File: src/logic/cache_cfg.svh
// ####################
// cache build parameters
// sizes and csr register map
// ####################

`ifndef CACHE_CFG_SVH
`define CACHE_CFG_SVH

// byte address width
`define CACHE_ADDR_W 32

// bytes per line, also the split boundary
`define CACHE_LINE_BYTES 16

// direct mapped, one line per index
`define CACHE_LINES 16

// csr byte offsets on the 4-bit axi-lite address
`define CACHE_REG_CTRL   4'h0
`define CACHE_REG_HITS   4'h4
`define CACHE_REG_MISSES 4'h8

`endif

File: src/logic/cache_pkg.sv
// ####################
// cache shared types
// requests, line transfers and fsm states
// ####################

`include "cache_cfg.svh"

package cache_pkg;

  typedef enum logic {
    OP_READ  = 1'b0,
    OP_WRITE = 1'b1
  } core_op_e;

  // one core access, 1 to 8 bytes at any byte address
  typedef struct packed {
    logic [`CACHE_ADDR_W-1:0] addr;
    logic [63:0]              wdata;
    logic [2:0]               size;   // 0..7 means 1..8 bytes
    core_op_e                 op;
  } core_req_t;

  // whole-line transfer to memory
  typedef struct packed {
    logic [`CACHE_ADDR_W-1:0]       addr;   // line aligned
    core_op_e                       op;
    logic [`CACHE_LINE_BYTES*8-1:0] wdata;
    logic [`CACHE_LINE_BYTES-1:0]   strb;   // all ones on a read
  } mem_req_t;

  typedef enum logic [1:0] {
    SPLIT_IDLE,
    SPLIT_FIRST,
    SPLIT_SECOND,
    SPLIT_DONE
  } split_state_e;

  typedef enum logic [2:0] {
    C_IDLE,
    C_LOOKUP,
    C_REFILL,
    C_WRITE,
    C_BYPASS,
    C_FLUSH
  } cache_state_e;

  typedef struct packed {
    logic enable;
    logic flush_req;
  } cache_ctrl_t;

endpackage

File: src/logic/cache_csr.sv
// ####################
// cache control block
// axi-lite slave with enable, flush and hit/miss counters
// ####################

`timescale 1ns/1ps

`include "cache_cfg.svh"

module cache_csr
  import cache_pkg::*;
(
  input  logic        clk,
  input  logic        rst,
  input  logic [3:0]  s_axil_awaddr,
  input  logic        s_axil_awvalid,
  output logic        s_axil_awready,
  input  logic [31:0] s_axil_wdata,
  input  logic [3:0]  s_axil_wstrb,
  input  logic        s_axil_wvalid,
  output logic        s_axil_wready,
  output logic [1:0]  s_axil_bresp,
  output logic        s_axil_bvalid,
  input  logic        s_axil_bready,
  input  logic [3:0]  s_axil_araddr,
  input  logic        s_axil_arvalid,
  output logic        s_axil_arready,
  output logic [31:0] s_axil_rdata,
  output logic [1:0]  s_axil_rresp,
  output logic        s_axil_rvalid,
  input  logic        s_axil_rready,
  output cache_ctrl_t o_ctrl,
  input  logic        i_flush_done,
  input  logic        i_hit,
  input  logic        i_miss
);

  localparam logic [1:0] RESP_OKAY   = 2'b00;
  localparam logic [1:0] RESP_SLVERR = 2'b10;

  cache_ctrl_t ctrl_q;
  logic [31:0] hits_q;
  logic [31:0] misses_q;
  logic        wr_fire;
  logic        rd_fire;
  logic        wr_mapped;
  logic        rd_mapped;
  logic [31:0] rd_value;

  assign wr_fire = s_axil_awvalid && s_axil_awready && s_axil_wvalid && s_axil_wready;
  assign rd_fire = s_axil_arvalid && s_axil_arready;
  assign o_ctrl  = ctrl_q;

  assign wr_mapped = (s_axil_awaddr == `CACHE_REG_CTRL) || (s_axil_awaddr == `CACHE_REG_HITS)
                  || (s_axil_awaddr == `CACHE_REG_MISSES);

  always_comb begin
    rd_mapped = 1'b1;
    case (s_axil_araddr)
      `CACHE_REG_CTRL:   rd_value = {30'd0, ctrl_q.flush_req, ctrl_q.enable};
      `CACHE_REG_HITS:   rd_value = hits_q;
      `CACHE_REG_MISSES: rd_value = misses_q;
      default: begin
        rd_value  = '0;
        rd_mapped = 1'b0;
      end
    endcase
  end

  // write path, aw and w taken together, b one cycle later
  always_ff @(posedge clk) begin
    if (rst) begin
      s_axil_awready <= 1'b0;
      s_axil_wready  <= 1'b0;
      s_axil_bvalid  <= 1'b0;
    end else begin
      s_axil_awready <= 1'b0;
      s_axil_wready  <= 1'b0;
      if (wr_fire) begin
        s_axil_bvalid <= 1'b1;
        s_axil_bresp  <= wr_mapped ? RESP_OKAY : RESP_SLVERR;
      end else if (s_axil_bvalid && s_axil_bready) begin
        s_axil_bvalid <= 1'b0;
      end else if (s_axil_awvalid && s_axil_wvalid && !s_axil_awready && !s_axil_bvalid) begin
        s_axil_awready <= 1'b1;
        s_axil_wready  <= 1'b1;
      end
    end
  end

  // read path
  always_ff @(posedge clk) begin
    if (rst) begin
      s_axil_arready <= 1'b0;
      s_axil_rvalid  <= 1'b0;
    end else begin
      s_axil_arready <= 1'b0;
      if (rd_fire) begin
        s_axil_rvalid <= 1'b1;
        s_axil_rdata  <= rd_value;
        s_axil_rresp  <= rd_mapped ? RESP_OKAY : RESP_SLVERR;
      end else if (s_axil_rvalid && s_axil_rready) begin
        s_axil_rvalid <= 1'b0;
      end else if (s_axil_arvalid && !s_axil_arready && !s_axil_rvalid) begin
        s_axil_arready <= 1'b1;
      end
    end
  end

  always_ff @(posedge clk) begin
    if (rst) begin
      ctrl_q   <= '0;
      hits_q   <= '0;
      misses_q <= '0;
    end else begin
      if (i_flush_done) begin
        ctrl_q.flush_req <= 1'b0;
      end
      if (i_hit && hits_q != '1) begin
        hits_q <= hits_q + 1'b1;  // saturating
      end
      if (i_miss && misses_q != '1) begin
        misses_q <= misses_q + 1'b1;
      end
      // software write wins over a same-cycle event
      if (wr_fire) begin
        case (s_axil_awaddr)
          `CACHE_REG_CTRL: begin
            if (s_axil_wstrb[0]) begin
              ctrl_q.enable <= s_axil_wdata[0];
              if (s_axil_wdata[1]) begin
                ctrl_q.flush_req <= 1'b1;
              end
            end
          end
          `CACHE_REG_HITS:   hits_q   <= '0;
          `CACHE_REG_MISSES: misses_q <= '0;
          default: begin
          end
        endcase
      end
    end
  end

endmodule

File: src/logic/cache_top.sv
// ####################
// data cache subsystem
// splitter, line cache and control block
// ####################

`timescale 1ns/1ps

`include "cache_cfg.svh"

module cache_top
  import cache_pkg::*;
(
  input  logic                           clk,
  input  logic                           rst,
  // core port
  input  logic                           i_core_req,
  input  core_req_t                      i_core_req_data,
  output logic                           o_core_ack,
  output logic [63:0]                    o_core_rdata,
  // memory port
  output logic                           o_mem_valid,
  output mem_req_t                       o_mem_req,
  input  logic                           i_mem_ready,
  input  logic [`CACHE_LINE_BYTES*8-1:0] i_mem_rdata,
  // axi-lite control slave
  input  logic [3:0]                     s_axil_awaddr,
  input  logic                           s_axil_awvalid,
  output logic                           s_axil_awready,
  input  logic [31:0]                    s_axil_wdata,
  input  logic [3:0]                     s_axil_wstrb,
  input  logic                           s_axil_wvalid,
  output logic                           s_axil_wready,
  output logic [1:0]                     s_axil_bresp,
  output logic                           s_axil_bvalid,
  input  logic                           s_axil_bready,
  input  logic [3:0]                     s_axil_araddr,
  input  logic                           s_axil_arvalid,
  output logic                           s_axil_arready,
  output logic [31:0]                    s_axil_rdata,
  output logic [1:0]                     s_axil_rresp,
  output logic                           s_axil_rvalid,
  input  logic                           s_axil_rready
);

  logic        sub_req;     // line-local access into the cache
  core_req_t   sub_data;
  logic        sub_ack;
  logic [63:0] sub_rdata;
  cache_ctrl_t ctrl;
  logic        flush_done;
  logic        hit;
  logic        miss;

  unaligned_splitter u_split (
    .clk         (clk),
    .rst         (rst),
    .i_req       (i_core_req),
    .i_req_data  (i_core_req_data),
    .o_ack       (o_core_ack),
    .o_rdata     (o_core_rdata),
    .o_sub_req   (sub_req),
    .o_sub_data  (sub_data),
    .i_sub_ack   (sub_ack),
    .i_sub_rdata (sub_rdata)
  );

  line_cache u_cache (
    .clk          (clk),
    .rst          (rst),
    .i_req        (sub_req),
    .i_req_data   (sub_data),
    .o_ack        (sub_ack),
    .o_rdata      (sub_rdata),
    .i_ctrl       (ctrl),
    .o_flush_done (flush_done),
    .o_hit        (hit),
    .o_miss       (miss),
    .o_mem_valid  (o_mem_valid),
    .o_mem_req    (o_mem_req),
    .i_mem_ready  (i_mem_ready),
    .i_mem_rdata  (i_mem_rdata)
  );

  // axi-lite signals match by name
  cache_csr u_csr (
    .*,
    .o_ctrl       (ctrl),
    .i_flush_done (flush_done),
    .i_hit        (hit),
    .i_miss       (miss)
  );

endmodule

File: src/logic/line_cache.sv
// ####################
// line cache
// direct-mapped write-through store with refill,
// bypass and flush walk
// ####################

`timescale 1ns/1ps

`include "cache_cfg.svh"

module line_cache
  import cache_pkg::*;
(
  input  logic                           clk,
  input  logic                           rst,
  input  logic                           i_req,
  input  core_req_t                      i_req_data,
  output logic                           o_ack,
  output logic [63:0]                    o_rdata,
  input  cache_ctrl_t                    i_ctrl,
  output logic                           o_flush_done,
  output logic                           o_hit,
  output logic                           o_miss,
  output logic                           o_mem_valid,
  output mem_req_t                       o_mem_req,
  input  logic                           i_mem_ready,
  input  logic [`CACHE_LINE_BYTES*8-1:0] i_mem_rdata
);

  localparam int LINE_W = `CACHE_LINE_BYTES * 8;
  localparam int OFS_W  = $clog2(`CACHE_LINE_BYTES);
  localparam int IDX_W  = $clog2(`CACHE_LINES);
  localparam int TAG_W  = `CACHE_ADDR_W - OFS_W - IDX_W;

  cache_state_e state;

  logic [TAG_W-1:0]             tag_mem  [`CACHE_LINES];
  logic [LINE_W-1:0]            data_mem [`CACHE_LINES];
  logic [`CACHE_LINES-1:0]      valid;
  logic [IDX_W-1:0]             flush_idx;

  logic [OFS_W-1:0]             ofs;
  logic [IDX_W-1:0]             idx;
  logic [TAG_W-1:0]             tag;
  logic                         hit;
  logic [7:0]                   size_strb;   // access bytes from bit 0
  logic [63:0]                  size_mask;
  logic [`CACHE_LINE_BYTES-1:0] line_strb;
  logic [LINE_W-1:0]            line_mask;
  logic [LINE_W-1:0]            line_wdata;
  logic [LINE_W-1:0]            line_merged;
  mem_req_t                     mem_cmd;

  assign ofs = i_req_data.addr[OFS_W-1:0];
  assign idx = i_req_data.addr[OFS_W +: IDX_W];
  assign tag = i_req_data.addr[`CACHE_ADDR_W-1 -: TAG_W];
  assign hit = valid[idx] && (tag_mem[idx] == tag);

  assign size_strb  = 8'((9'd2 << i_req_data.size) - 9'd1);
  assign line_strb  = {{(`CACHE_LINE_BYTES-8){1'b0}}, size_strb} << ofs;
  assign line_wdata = {{(LINE_W-64){1'b0}}, i_req_data.wdata} << {ofs, 3'b000};

  always_comb begin
    for (int b = 0; b < 8; b++) begin
      size_mask[b*8 +: 8] = {8{size_strb[b]}};
    end
    for (int b = 0; b < `CACHE_LINE_BYTES; b++) begin
      line_mask[b*8 +: 8] = {8{line_strb[b]}};
    end
  end

  assign line_merged = (data_mem[idx] & ~line_mask) | (line_wdata & line_mask);

  // line-aligned transfer for the current request
  always_comb begin
    mem_cmd.addr  = {i_req_data.addr[`CACHE_ADDR_W-1:OFS_W], {OFS_W{1'b0}}};
    mem_cmd.op    = i_req_data.op;
    mem_cmd.wdata = line_wdata;
    mem_cmd.strb  = (i_req_data.op == OP_WRITE) ? line_strb : '1;
  end

  // selected bytes of a line, low aligned and zero filled
  function automatic logic [63:0] pick_bytes(input logic [LINE_W-1:0] line);
    logic [LINE_W-1:0] shifted;
    shifted = line >> {ofs, 3'b000};
    return shifted[63:0] & size_mask;
  endfunction

  // tag and data arrays
  always_ff @(posedge clk) begin
    if (state == C_REFILL && i_mem_ready) begin
      data_mem[idx] <= i_mem_rdata;
      tag_mem[idx]  <= tag;
    end else if (state == C_LOOKUP && hit && i_req_data.op == OP_WRITE) begin
      data_mem[idx] <= line_merged;  // write hit keeps the line current
    end
  end

  always_ff @(posedge clk) begin
    if (rst) begin
      state        <= C_IDLE;
      valid        <= '0;
      flush_idx    <= '0;
      o_ack        <= 1'b0;
      o_mem_valid  <= 1'b0;
      o_hit        <= 1'b0;
      o_miss       <= 1'b0;
      o_flush_done <= 1'b0;
    end else begin
      o_ack        <= 1'b0;
      o_hit        <= 1'b0;
      o_miss       <= 1'b0;
      o_flush_done <= 1'b0;
      case (state)
        C_IDLE: begin
          // flush req is still high in the done cycle
          if (i_ctrl.flush_req && !o_flush_done) begin
            flush_idx <= '0;
            state     <= C_FLUSH;
          end else if (i_req && !o_ack) begin
            if (i_ctrl.enable) begin
              state <= C_LOOKUP;
            end else begin
              o_mem_req   <= mem_cmd;
              o_mem_valid <= 1'b1;
              state       <= C_BYPASS;
            end
          end
        end
        C_LOOKUP: begin
          o_hit  <= hit;
          o_miss <= !hit;
          if (i_req_data.op == OP_READ && hit) begin
            o_rdata <= pick_bytes(data_mem[idx]);
            o_ack   <= 1'b1;
            state   <= C_IDLE;
          end else begin
            o_mem_req   <= mem_cmd;   // read miss refill or write-through
            o_mem_valid <= 1'b1;
            state       <= (i_req_data.op == OP_READ) ? C_REFILL : C_WRITE;
          end
        end
        C_REFILL: begin
          if (i_mem_ready) begin
            o_mem_valid <= 1'b0;
            valid[idx]  <= 1'b1;
            o_rdata     <= pick_bytes(i_mem_rdata);
            o_ack       <= 1'b1;
            state       <= C_IDLE;
          end
        end
        C_WRITE: begin
          if (i_mem_ready) begin
            o_mem_valid <= 1'b0;
            o_ack       <= 1'b1;
            state       <= C_IDLE;
          end
        end
        C_BYPASS: begin
          if (i_mem_ready) begin
            o_mem_valid <= 1'b0;
            o_rdata     <= pick_bytes(i_mem_rdata);  // don't care on a write
            o_ack       <= 1'b1;
            state       <= C_IDLE;
          end
        end
        C_FLUSH: begin
          valid[flush_idx] <= 1'b0;
          flush_idx        <= flush_idx + 1'b1;
          if (flush_idx == IDX_W'(`CACHE_LINES - 1)) begin
            o_flush_done <= 1'b1;
            state        <= C_IDLE;
          end
        end
        default: begin
          state <= C_IDLE;
        end
      endcase
    end
  end

endmodule

File: src/logic/unaligned_splitter.sv
// ####################
// unaligned access splitter
// cuts a line-crossing access in two and merges the read data
// ####################

`timescale 1ns/1ps

`include "cache_cfg.svh"

module unaligned_splitter
  import cache_pkg::*;
(
  input  logic        clk,
  input  logic        rst,
  input  logic        i_req,
  input  core_req_t   i_req_data,
  output logic        o_ack,
  output logic [63:0] o_rdata,
  output logic        o_sub_req,
  output core_req_t   o_sub_data,
  input  logic        i_sub_ack,
  input  logic [63:0] i_sub_rdata
);

  localparam int OFS_W = $clog2(`CACHE_LINE_BYTES);

  split_state_e state;

  logic [OFS_W-1:0] ofs;
  logic [OFS_W:0]   end_ofs;   // offset of the last byte, may pass the line end
  logic             crosses;
  logic [OFS_W:0]   len0;      // bytes left in the first line
  core_req_t        part0;
  core_req_t        part1;

  core_req_t        part1_q;
  logic             split_q;
  logic [5:0]       shift_q;   // first part length in bits
  logic [63:0]      rdata0_q;

  assign ofs     = i_req_data.addr[OFS_W-1:0];
  assign end_ofs = {1'b0, ofs} + {{(OFS_W-2){1'b0}}, i_req_data.size};
  assign crosses = end_ofs[OFS_W];
  assign len0    = (OFS_W+1)'(`CACHE_LINE_BYTES) - {1'b0, ofs};

  // first part runs to the end of the line
  always_comb begin
    part0 = i_req_data;
    if (crosses) begin
      part0.size = 3'(len0 - 1'b1);
    end
  end

  // second part starts on the next line
  always_comb begin
    part1       = i_req_data;
    part1.addr  = {i_req_data.addr[`CACHE_ADDR_W-1:OFS_W] + 1'b1, {OFS_W{1'b0}}};
    part1.size  = end_ofs[2:0];
    part1.wdata = i_req_data.wdata >> {len0[2:0], 3'b000};
  end

  always_ff @(posedge clk) begin
    if (rst) begin
      state     <= SPLIT_IDLE;
      o_sub_req <= 1'b0;
      o_ack     <= 1'b0;
    end else begin
      case (state)
        SPLIT_IDLE: begin
          if (i_req) begin
            o_sub_data <= part0;
            o_sub_req  <= 1'b1;
            part1_q    <= part1;
            split_q    <= crosses;
            shift_q    <= {len0[2:0], 3'b000};
            state      <= SPLIT_FIRST;
          end
        end
        SPLIT_FIRST: begin
          if (i_sub_ack) begin
            o_sub_req <= 1'b0;
            rdata0_q  <= i_sub_rdata;
            if (split_q) begin
              o_sub_data <= part1_q;  // req stays low one cycle between parts
              state      <= SPLIT_SECOND;
            end else begin
              o_rdata <= i_sub_rdata;
              o_ack   <= 1'b1;
              state   <= SPLIT_DONE;
            end
          end
        end
        SPLIT_SECOND: begin
          if (i_sub_ack) begin
            o_sub_req <= 1'b0;
            o_rdata   <= rdata0_q | (i_sub_rdata << shift_q);
            o_ack     <= 1'b1;
            state     <= SPLIT_DONE;
          end else begin
            o_sub_req <= 1'b1;
          end
        end
        SPLIT_DONE: begin
          // ack cycle, requester drops req next
          o_ack <= 1'b0;
          state <= SPLIT_IDLE;
        end
        default: begin
          state <= SPLIT_IDLE;
        end
      endcase
    end
  end

endmodule

File: config.mk
export PLATFORM = sky130hd
export DESIGN_NAME = cache_top
export DESIGN_NICKNAME = d
export VERILOG_FILES = /design/src/logic/cache_pkg.sv /design/src/logic/cache_csr.sv /design/src/logic/cache_top.sv /design/src/logic/line_cache.sv /design/src/logic/unaligned_splitter.sv
export VERILOG_INCLUDE_DIRS = /design/src /design/src/logic
export SDC_FILE = /design/constraint.sdc
export NUM_CORES = 2
export LEC_CHECK = 0
export BUFFER_PORTS_ARGS = -buffer_cell sky130_fd_sc_hd__buf_2
export CORE_ASPECT_RATIO = 1.25
export CORE_MARGIN = 4
export CORE_UTILIZATION = 40
export DETAILED_ROUTE_END_ITERATION = 16
export GPL_TIMING_DRIVEN = 0
export PLACE_DENSITY = 0.54
export SLEW_MARGIN = 20
export SYNTH_ARGS = -nofsm -noshare
export SYNTH_HDL_FRONTEND = slang
export SYNTH_SLANG_ARGS = --single-unit
File: constraint.sdc
create_clock -name clk -period 26.9 [get_ports clk]
set_input_delay 2.69 -clock clk [delete_from_list [all_inputs] [get_ports clk]]
set_output_delay 2.69 -clock clk [all_outputs]
set_load 0.01 [all_outputs]
**After elaboration in Yosys (flattened, before gate mapping)**

Memories as Yosys holds them, arrays and structs flattened. A register that Yosys moved wholly into a read port is not among the register bits.
Cells that the tools add are included.

- Flip-flop bits (word level): 707
- RAM bits: 2432
- Input port bits: 281
- Memories: 2

Memories:

| memory | words | bits a word | rd ports | clocked after memory_dff | wr ports | line | source |
|---|---|---|---|---|---|---|---|
| u_cache.data_mem | 16 | 128 | 1 | 1 | 1 | line_cache.sv:38 | `` logic [LINE_W-1:0] data_mem [`CACHE_LINES]; `` |
| u_cache.tag_mem | 16 | 24 | 1 | 1 | 1 | line_cache.sv:37 | `` logic [TAG_W-1:0] tag_mem [`CACHE_LINES]; `` |

- Add/subtract/negate cells: 8
- Order comparisons: 4
- Equality and inequality tests: 32
- Shift-type cells: 7
- Muxes and demuxes: 88
- Bitwise operators: 15
- Reduce and logical (&&, ||, !) cells: 69

Operator list:

| cell | number |
|---|---|
| 177-bit two-way mux | 4 |
| 177-bit one-hot mux with 2 select lines | 1 |
| 64-bit two-way mux | 5 |
| 100-bit two-way mux | 3 |
| 128-bit bitwise AND | 2 |
| 64-bit one-hot mux with 2 select lines | 2 |
| 128-bit by 7-bit >> shifter with 64-bit output | 2 |
| 100-bit one-hot mux with 2 select lines | 1 |
| 32-bit two-way mux | 6 |
| 64-bit bitwise AND | 2 |
| 128-bit two-way mux | 1 |
| 128-bit inverter | 1 |
| 128-bit OR | 1 |
| 64-bit by 7-bit << shifter with 128-bit output | 1 |
| 32-bit one-hot mux with 3 select lines | 1 |
| 32-bit by 1-bit adder with 32-bit output, second input constant | 2 |
| 32-bit != test, second input constant | 2 |
| 64-bit OR | 1 |
| 64-bit by 6-bit << shifter with 64-bit output | 1 |
| 64-bit by 6-bit >> shifter with 64-bit output | 1 |
| 1-bit two-way mux | 36 |
| 16-bit two-way mux | 2 |
| 16-bit one-hot mux with 2 select lines | 1 |
| 28-bit by 1-bit adder with 28-bit output, second input constant | 1 |
| 50 further kinds | 143 |

**Depth between registers and ports, before layout**

- Depth after elaboration: 9
- Depth in mapped cells: 16
- Mapped depth without buffers: 9

**Modules after synthesis**

From an unflattened synthesis, not the netlist that was laid out.

- Cell total of the unflattened synthesis: 8311
- Area, all modules: 137333.0 µm²

Modules (own cells, without submodules):

| module | times used | cells each | area an instance (µm²) | sequential area each (µm²) |
|---|---|---|---|---|
| line_cache | 1 | 6568 | 116032.5 | 80707.4 |
| unaligned_splitter | 1 | 1216 | 16240.6 | 9929.5 |
| cache_csr | 1 | 527 | 5059.9 | 2422.3 |

**Worst setup path before layout**

Ideal clock, no wire load.

- Kind: input-to-reg
- Start point: in i_mem_ready
- End point: mem u_cache.data_mem[0][0] in the netlist's numbering, enable pin
- Library setup time: 1.296 ns
- Arrival time: 23.072 ns
- Required time: 25.604 ns
- Setup slack: 2.531 ns
- Stages: 4
- Path through: nand2_1 or3_1 clkbuf_1 a2111oi_0

- Cells in the longest elaborated chain, start to end: 4
- Elaborated cells on any way between the ends: 6
- Classes of those cells: mux: 4; bitwise: 1; reduce/logical: 1

Ends and longest elaborated chain:

| element | line | source |
|---|---|---|
| start, declared | cache_top.sv:23 | `input logic i_mem_ready,` |
| 1-bit logical AND (*) | line_cache.sv:91 | `if (state == C_REFILL && i_mem_ready) begin` |
| 1-bit two-way mux | line_cache.sv:91 |  |
| 1-bit two-way mux (on tied branches) | line_cache.sv:92, line_cache.sv:95 |  |
| 1-bit OR (no line) (*) | -- |  |
| end, declared | line_cache.sv:38 |  |

Every way passes the cells marked *; elsewhere a longest branch is shown, timed or not.

==> reports/metrics.cfg <==
[synthesis]
synth_edf_count=3031
synth_top_area_share_pct=67.8
synth_common_cells=3031 x edfxtp_1, 663 x mux4_2, 534 x nor2_1
synth_top_cell_by_area=edfxtp_1
ys_ff_latch=3137
synth_ff_type=edfxtp_1
synth_area_um2=134000
avgSynthCellArea_um2=17.1
synth_cells=7847
synth.yosys.seq_area_share_pct=69.4
async_flop_share_pct=0
synth_cell_types=85
synthTopCellsByArea=edfxtp_1 68%, mux4_2 11%, mux2_2 3.2%, mux2i_1 3.1%, dfxtp_1 1.6%
ys_warn_count=0
yosysMostFrequentCell=edfxtp_1

[clock_network]
cts_max_level=5
cts_made_buffers=322
cts_tree=built
clkTransAtPathRegs_ns=0.06
post_cts_buffers=0
cts_resized=0
cts_hold_buf=0
insertion_delay_ns=0.99
cts_buffer_depth=4
clock_sinks=3137
cts_root_buf=clkbuf_16

[floorplan]
pin_count=565
die_x_um=526
die_area_um2=345000
row_count=237
die_h_um=655
start_util_pct=40.2
core_um2=334000

[placed_design]
dp_hpwl_um=505000
dp_cells=13200
gp_congestion=1.05
dpl_cell_area_um2=149000
io_buffers=525

[timing]
fin_crit_sh_pct=34.8
hold_viol_final=0
period_minus_slack_ns=9.36
drv_slew=2
relSlewSlack_pct=-0.298
max_slew.worst_pin.slew_ns=1.50
setup_tns_ns=0
rsz0062_at_grt=false
fmax_mhz=107
finalSetupViolations=0
fin_skew_ns=0.0782
holdWs_ns=0.452

[setup_path]
startpoint_type=flop
crit_path_end_kind=flop
arrival_ns=10.00
r2r-end=u_cache.data_mem[4][25]$_DFFE_PP_
required_ns=27.54
crit_end=u_cache.data_mem[4][25]$_DFFE_PP_
r2r_cells=27
r2r_setup_slack_ns=17.54
worstPathMaxFanout=11
critPathKind=flop to flop

[drt]
vias=87500
drt_first_iter_violations=12100
routedWlPerCell_um=46.2
antenna_left=0
wirelength_um=641000
avgViaCountPerCell=6.30
firstDrtPassIters=6
drc=0

[layout]
final_area_um2=159000
final-instance-count-excl-fill=13900
syn2layout_area_growth_pct=18.9
fin_nets=9451
drive_above_1_share_pct=30.5

[global_route]
top_usage_layer=met2
grt_pass1_wl_um=831000
met2_usage_pct=58.8
overflow=0
grt_usage_pct=36.5
use_met1_pct=44.0
grt_pass1_vias=84900
grt_max_degree=53
met3_usage_pct=8.17
antenna_found_initial=96

[power_and_ir_drop]
power_density_nw_per_um2=115
leakage_nw=53.9
ir_drop_uv=64.7

[status]
outcome=finished, violations left
violations=max-capacitance violations, max-slew violations

[flow_run]
drv_cap=1

[min_path]
hp-class=flop to flop

-- through the flow --
stage / utilization (%) / power, mW / setup slack [ns]
after floorplan: - / 9.43 / 2.53
after global placement: 42.7 / 13.4 / -32.70
after detailed placement: 44.6 / 13.6 / 17.69
after CTS: 47.7 / 18.1 / 17.66
after global routing: 47.8 / 18.5 / 17.35
final: 47.8 / 18.3 / 17.54
-- worst min path at each step --
stage / start / to / depth (start not counted)
6_report: u_csr.s_axil_rvalid$_SDFFE_PP0P_ / u_csr.s_axil_arready$_SDFF_PP0_ / 1
5_1_grt: u_split.o_sub_data[0]$_DFFE_PP_ / u_cache.o_mem_req[144]$_DFFE_PP_ / 0
4_1_cts: u_csr.s_axil_arready$_SDFF_PP0_ / u_csr.s_axil_arready$_SDFF_PP0_ / 1
3_5_place_dp: u_csr.s_axil_rvalid$_SDFFE_PP0P_ / u_csr.s_axil_arready$_SDFF_PP0_ / 1
3_3_place_gp: u_csr.s_axil_arready$_SDFF_PP0_ / u_csr.s_axil_arready$_SDFF_PP0_ / 1
2_1_floorplan: u_split.o_sub_data[72]$_DFFE_PP_ / u_cache.o_mem_req[149]$_DFFE_PP_ / 0
-- registers in the layout, indices dropped and copies added, names as in the netlist, 3 cells and up, named ones only --
signal and flops:
u_cache.data_mem 2048, u_cache.tag_mem 384, u_cache.o_mem_req 173, u_split.o_sub_data 100, u_split.part1_q 96, u_cache.o_rdata 64
u_split.o_rdata 64, u_split.rdata0_q 64, u_csr.hits_q 32, u_csr.misses_q 32, u_csr.s_axil_rdata 32, u_cache.valid 16
u_cache.flush_idx 4, u_cache.state 3, u_split.shift_q 3
-- critical path: stages, from the launching register on --
cell       delay (ns)
dfxtp_1          0.31
buf_4            0.25
buf_8            0.22
buf_2            0.42
mux4_2           0.41
mux4_2           0.47
xnor2_1          0.70
nand4_1          0.24
nor4b_2          0.38
nand4_2          0.73
buf_2            0.57
a2111oi_2        0.70
buf_2            0.33
buf_2            0.23
buf_4            0.18
buf_2            0.19
buf_2            0.24
buf_2            0.21
buf_2            0.22
buf_2            0.22
buf_2            0.22
buf_2            0.23
buf_2            0.26
buf_2            0.21
buf_2            0.21
buf_2            0.21
buf_2            0.20
buf_2            0.20
-- report_power, final --
part / total (mW) / leakage (nW) / internal, mW / switching, mW
clock network: 4.55 / 5.09 / 2.58 / 1.97
registers: 5.83 / 28.2 / 5.65 / 0.187
logic: 7.92 / 20.6 / 2.35 / 5.57
-- cells in the final DEF (no fill, tap or decap), types with 28 or more instances in the layout --
cell	count
dfxtp_1	105
buf_6	132
diode_2	62
a22o_1	76
a211oi_1	38
clkbuf_16	328
buf_2	765
buf_16	63
o22ai_1	69
bufinv_16	32
buf_12	28
mux2i_1	387
edfxtp_1	3031
xnor2_1	52
mux2_1	36
nand3_1	112
buf_8	66
nand2_1	522
o21ai_2	30
buf_1	33
inv_1	59
nor2b_1	31
buf_4	130
mux2_2	376
and3_1	36
clkinv_1	72
a21oi_1	273
nand4_1	28
clkbuf_1	290
and2_1	37
nor2_1	514
mux4_2	663
a22oi_1	62
nor3_1	54
xor2_1	64
o21ai_0	179
clkinv_2	38
-- final cells by class --
| cell class | instances | area [µm²] |
|---|---|---|
| Antenna cell | 62 | 155 |
| Buffer | 493 | 2550 |
| Clock buffer | 396 | 8490 |
| Clock inverter | 186 | 2070 |
| Fill cell | 28600 | 174000 |
| Inverter | 72 | 270 |
| Multi-Input combinational cell | 4150 | 39100 |
| Sequential cell | 3137 | 93100 |
| Tap cell | 4421 | 5530 |
| Timing Repair Buffer | 977 | 8140 |
-- routing by layer --
layer | wire length (µm) | share of wire [%] | up-vias
met4 | 53600 | 8.4 | 44
met5 | 272 | 0.042 | -
met1 | 232000 | 36 | 46500
met3 | 54100 | 8.4 | 1446
met2 | 301000 | 47 | 5309
li1 | - | - | 34200
-- cell families after synthesis --
logic type	synth area share (%)
fa+ha+maj	0.179
buf+inv	2.06
mux	17.6
xor+xnor	0.764
flops	69.4
simple gates	4.68
compound gates	5.25
other cells	0.00280
Note: power is estimated with default switching activity, not from simulation.
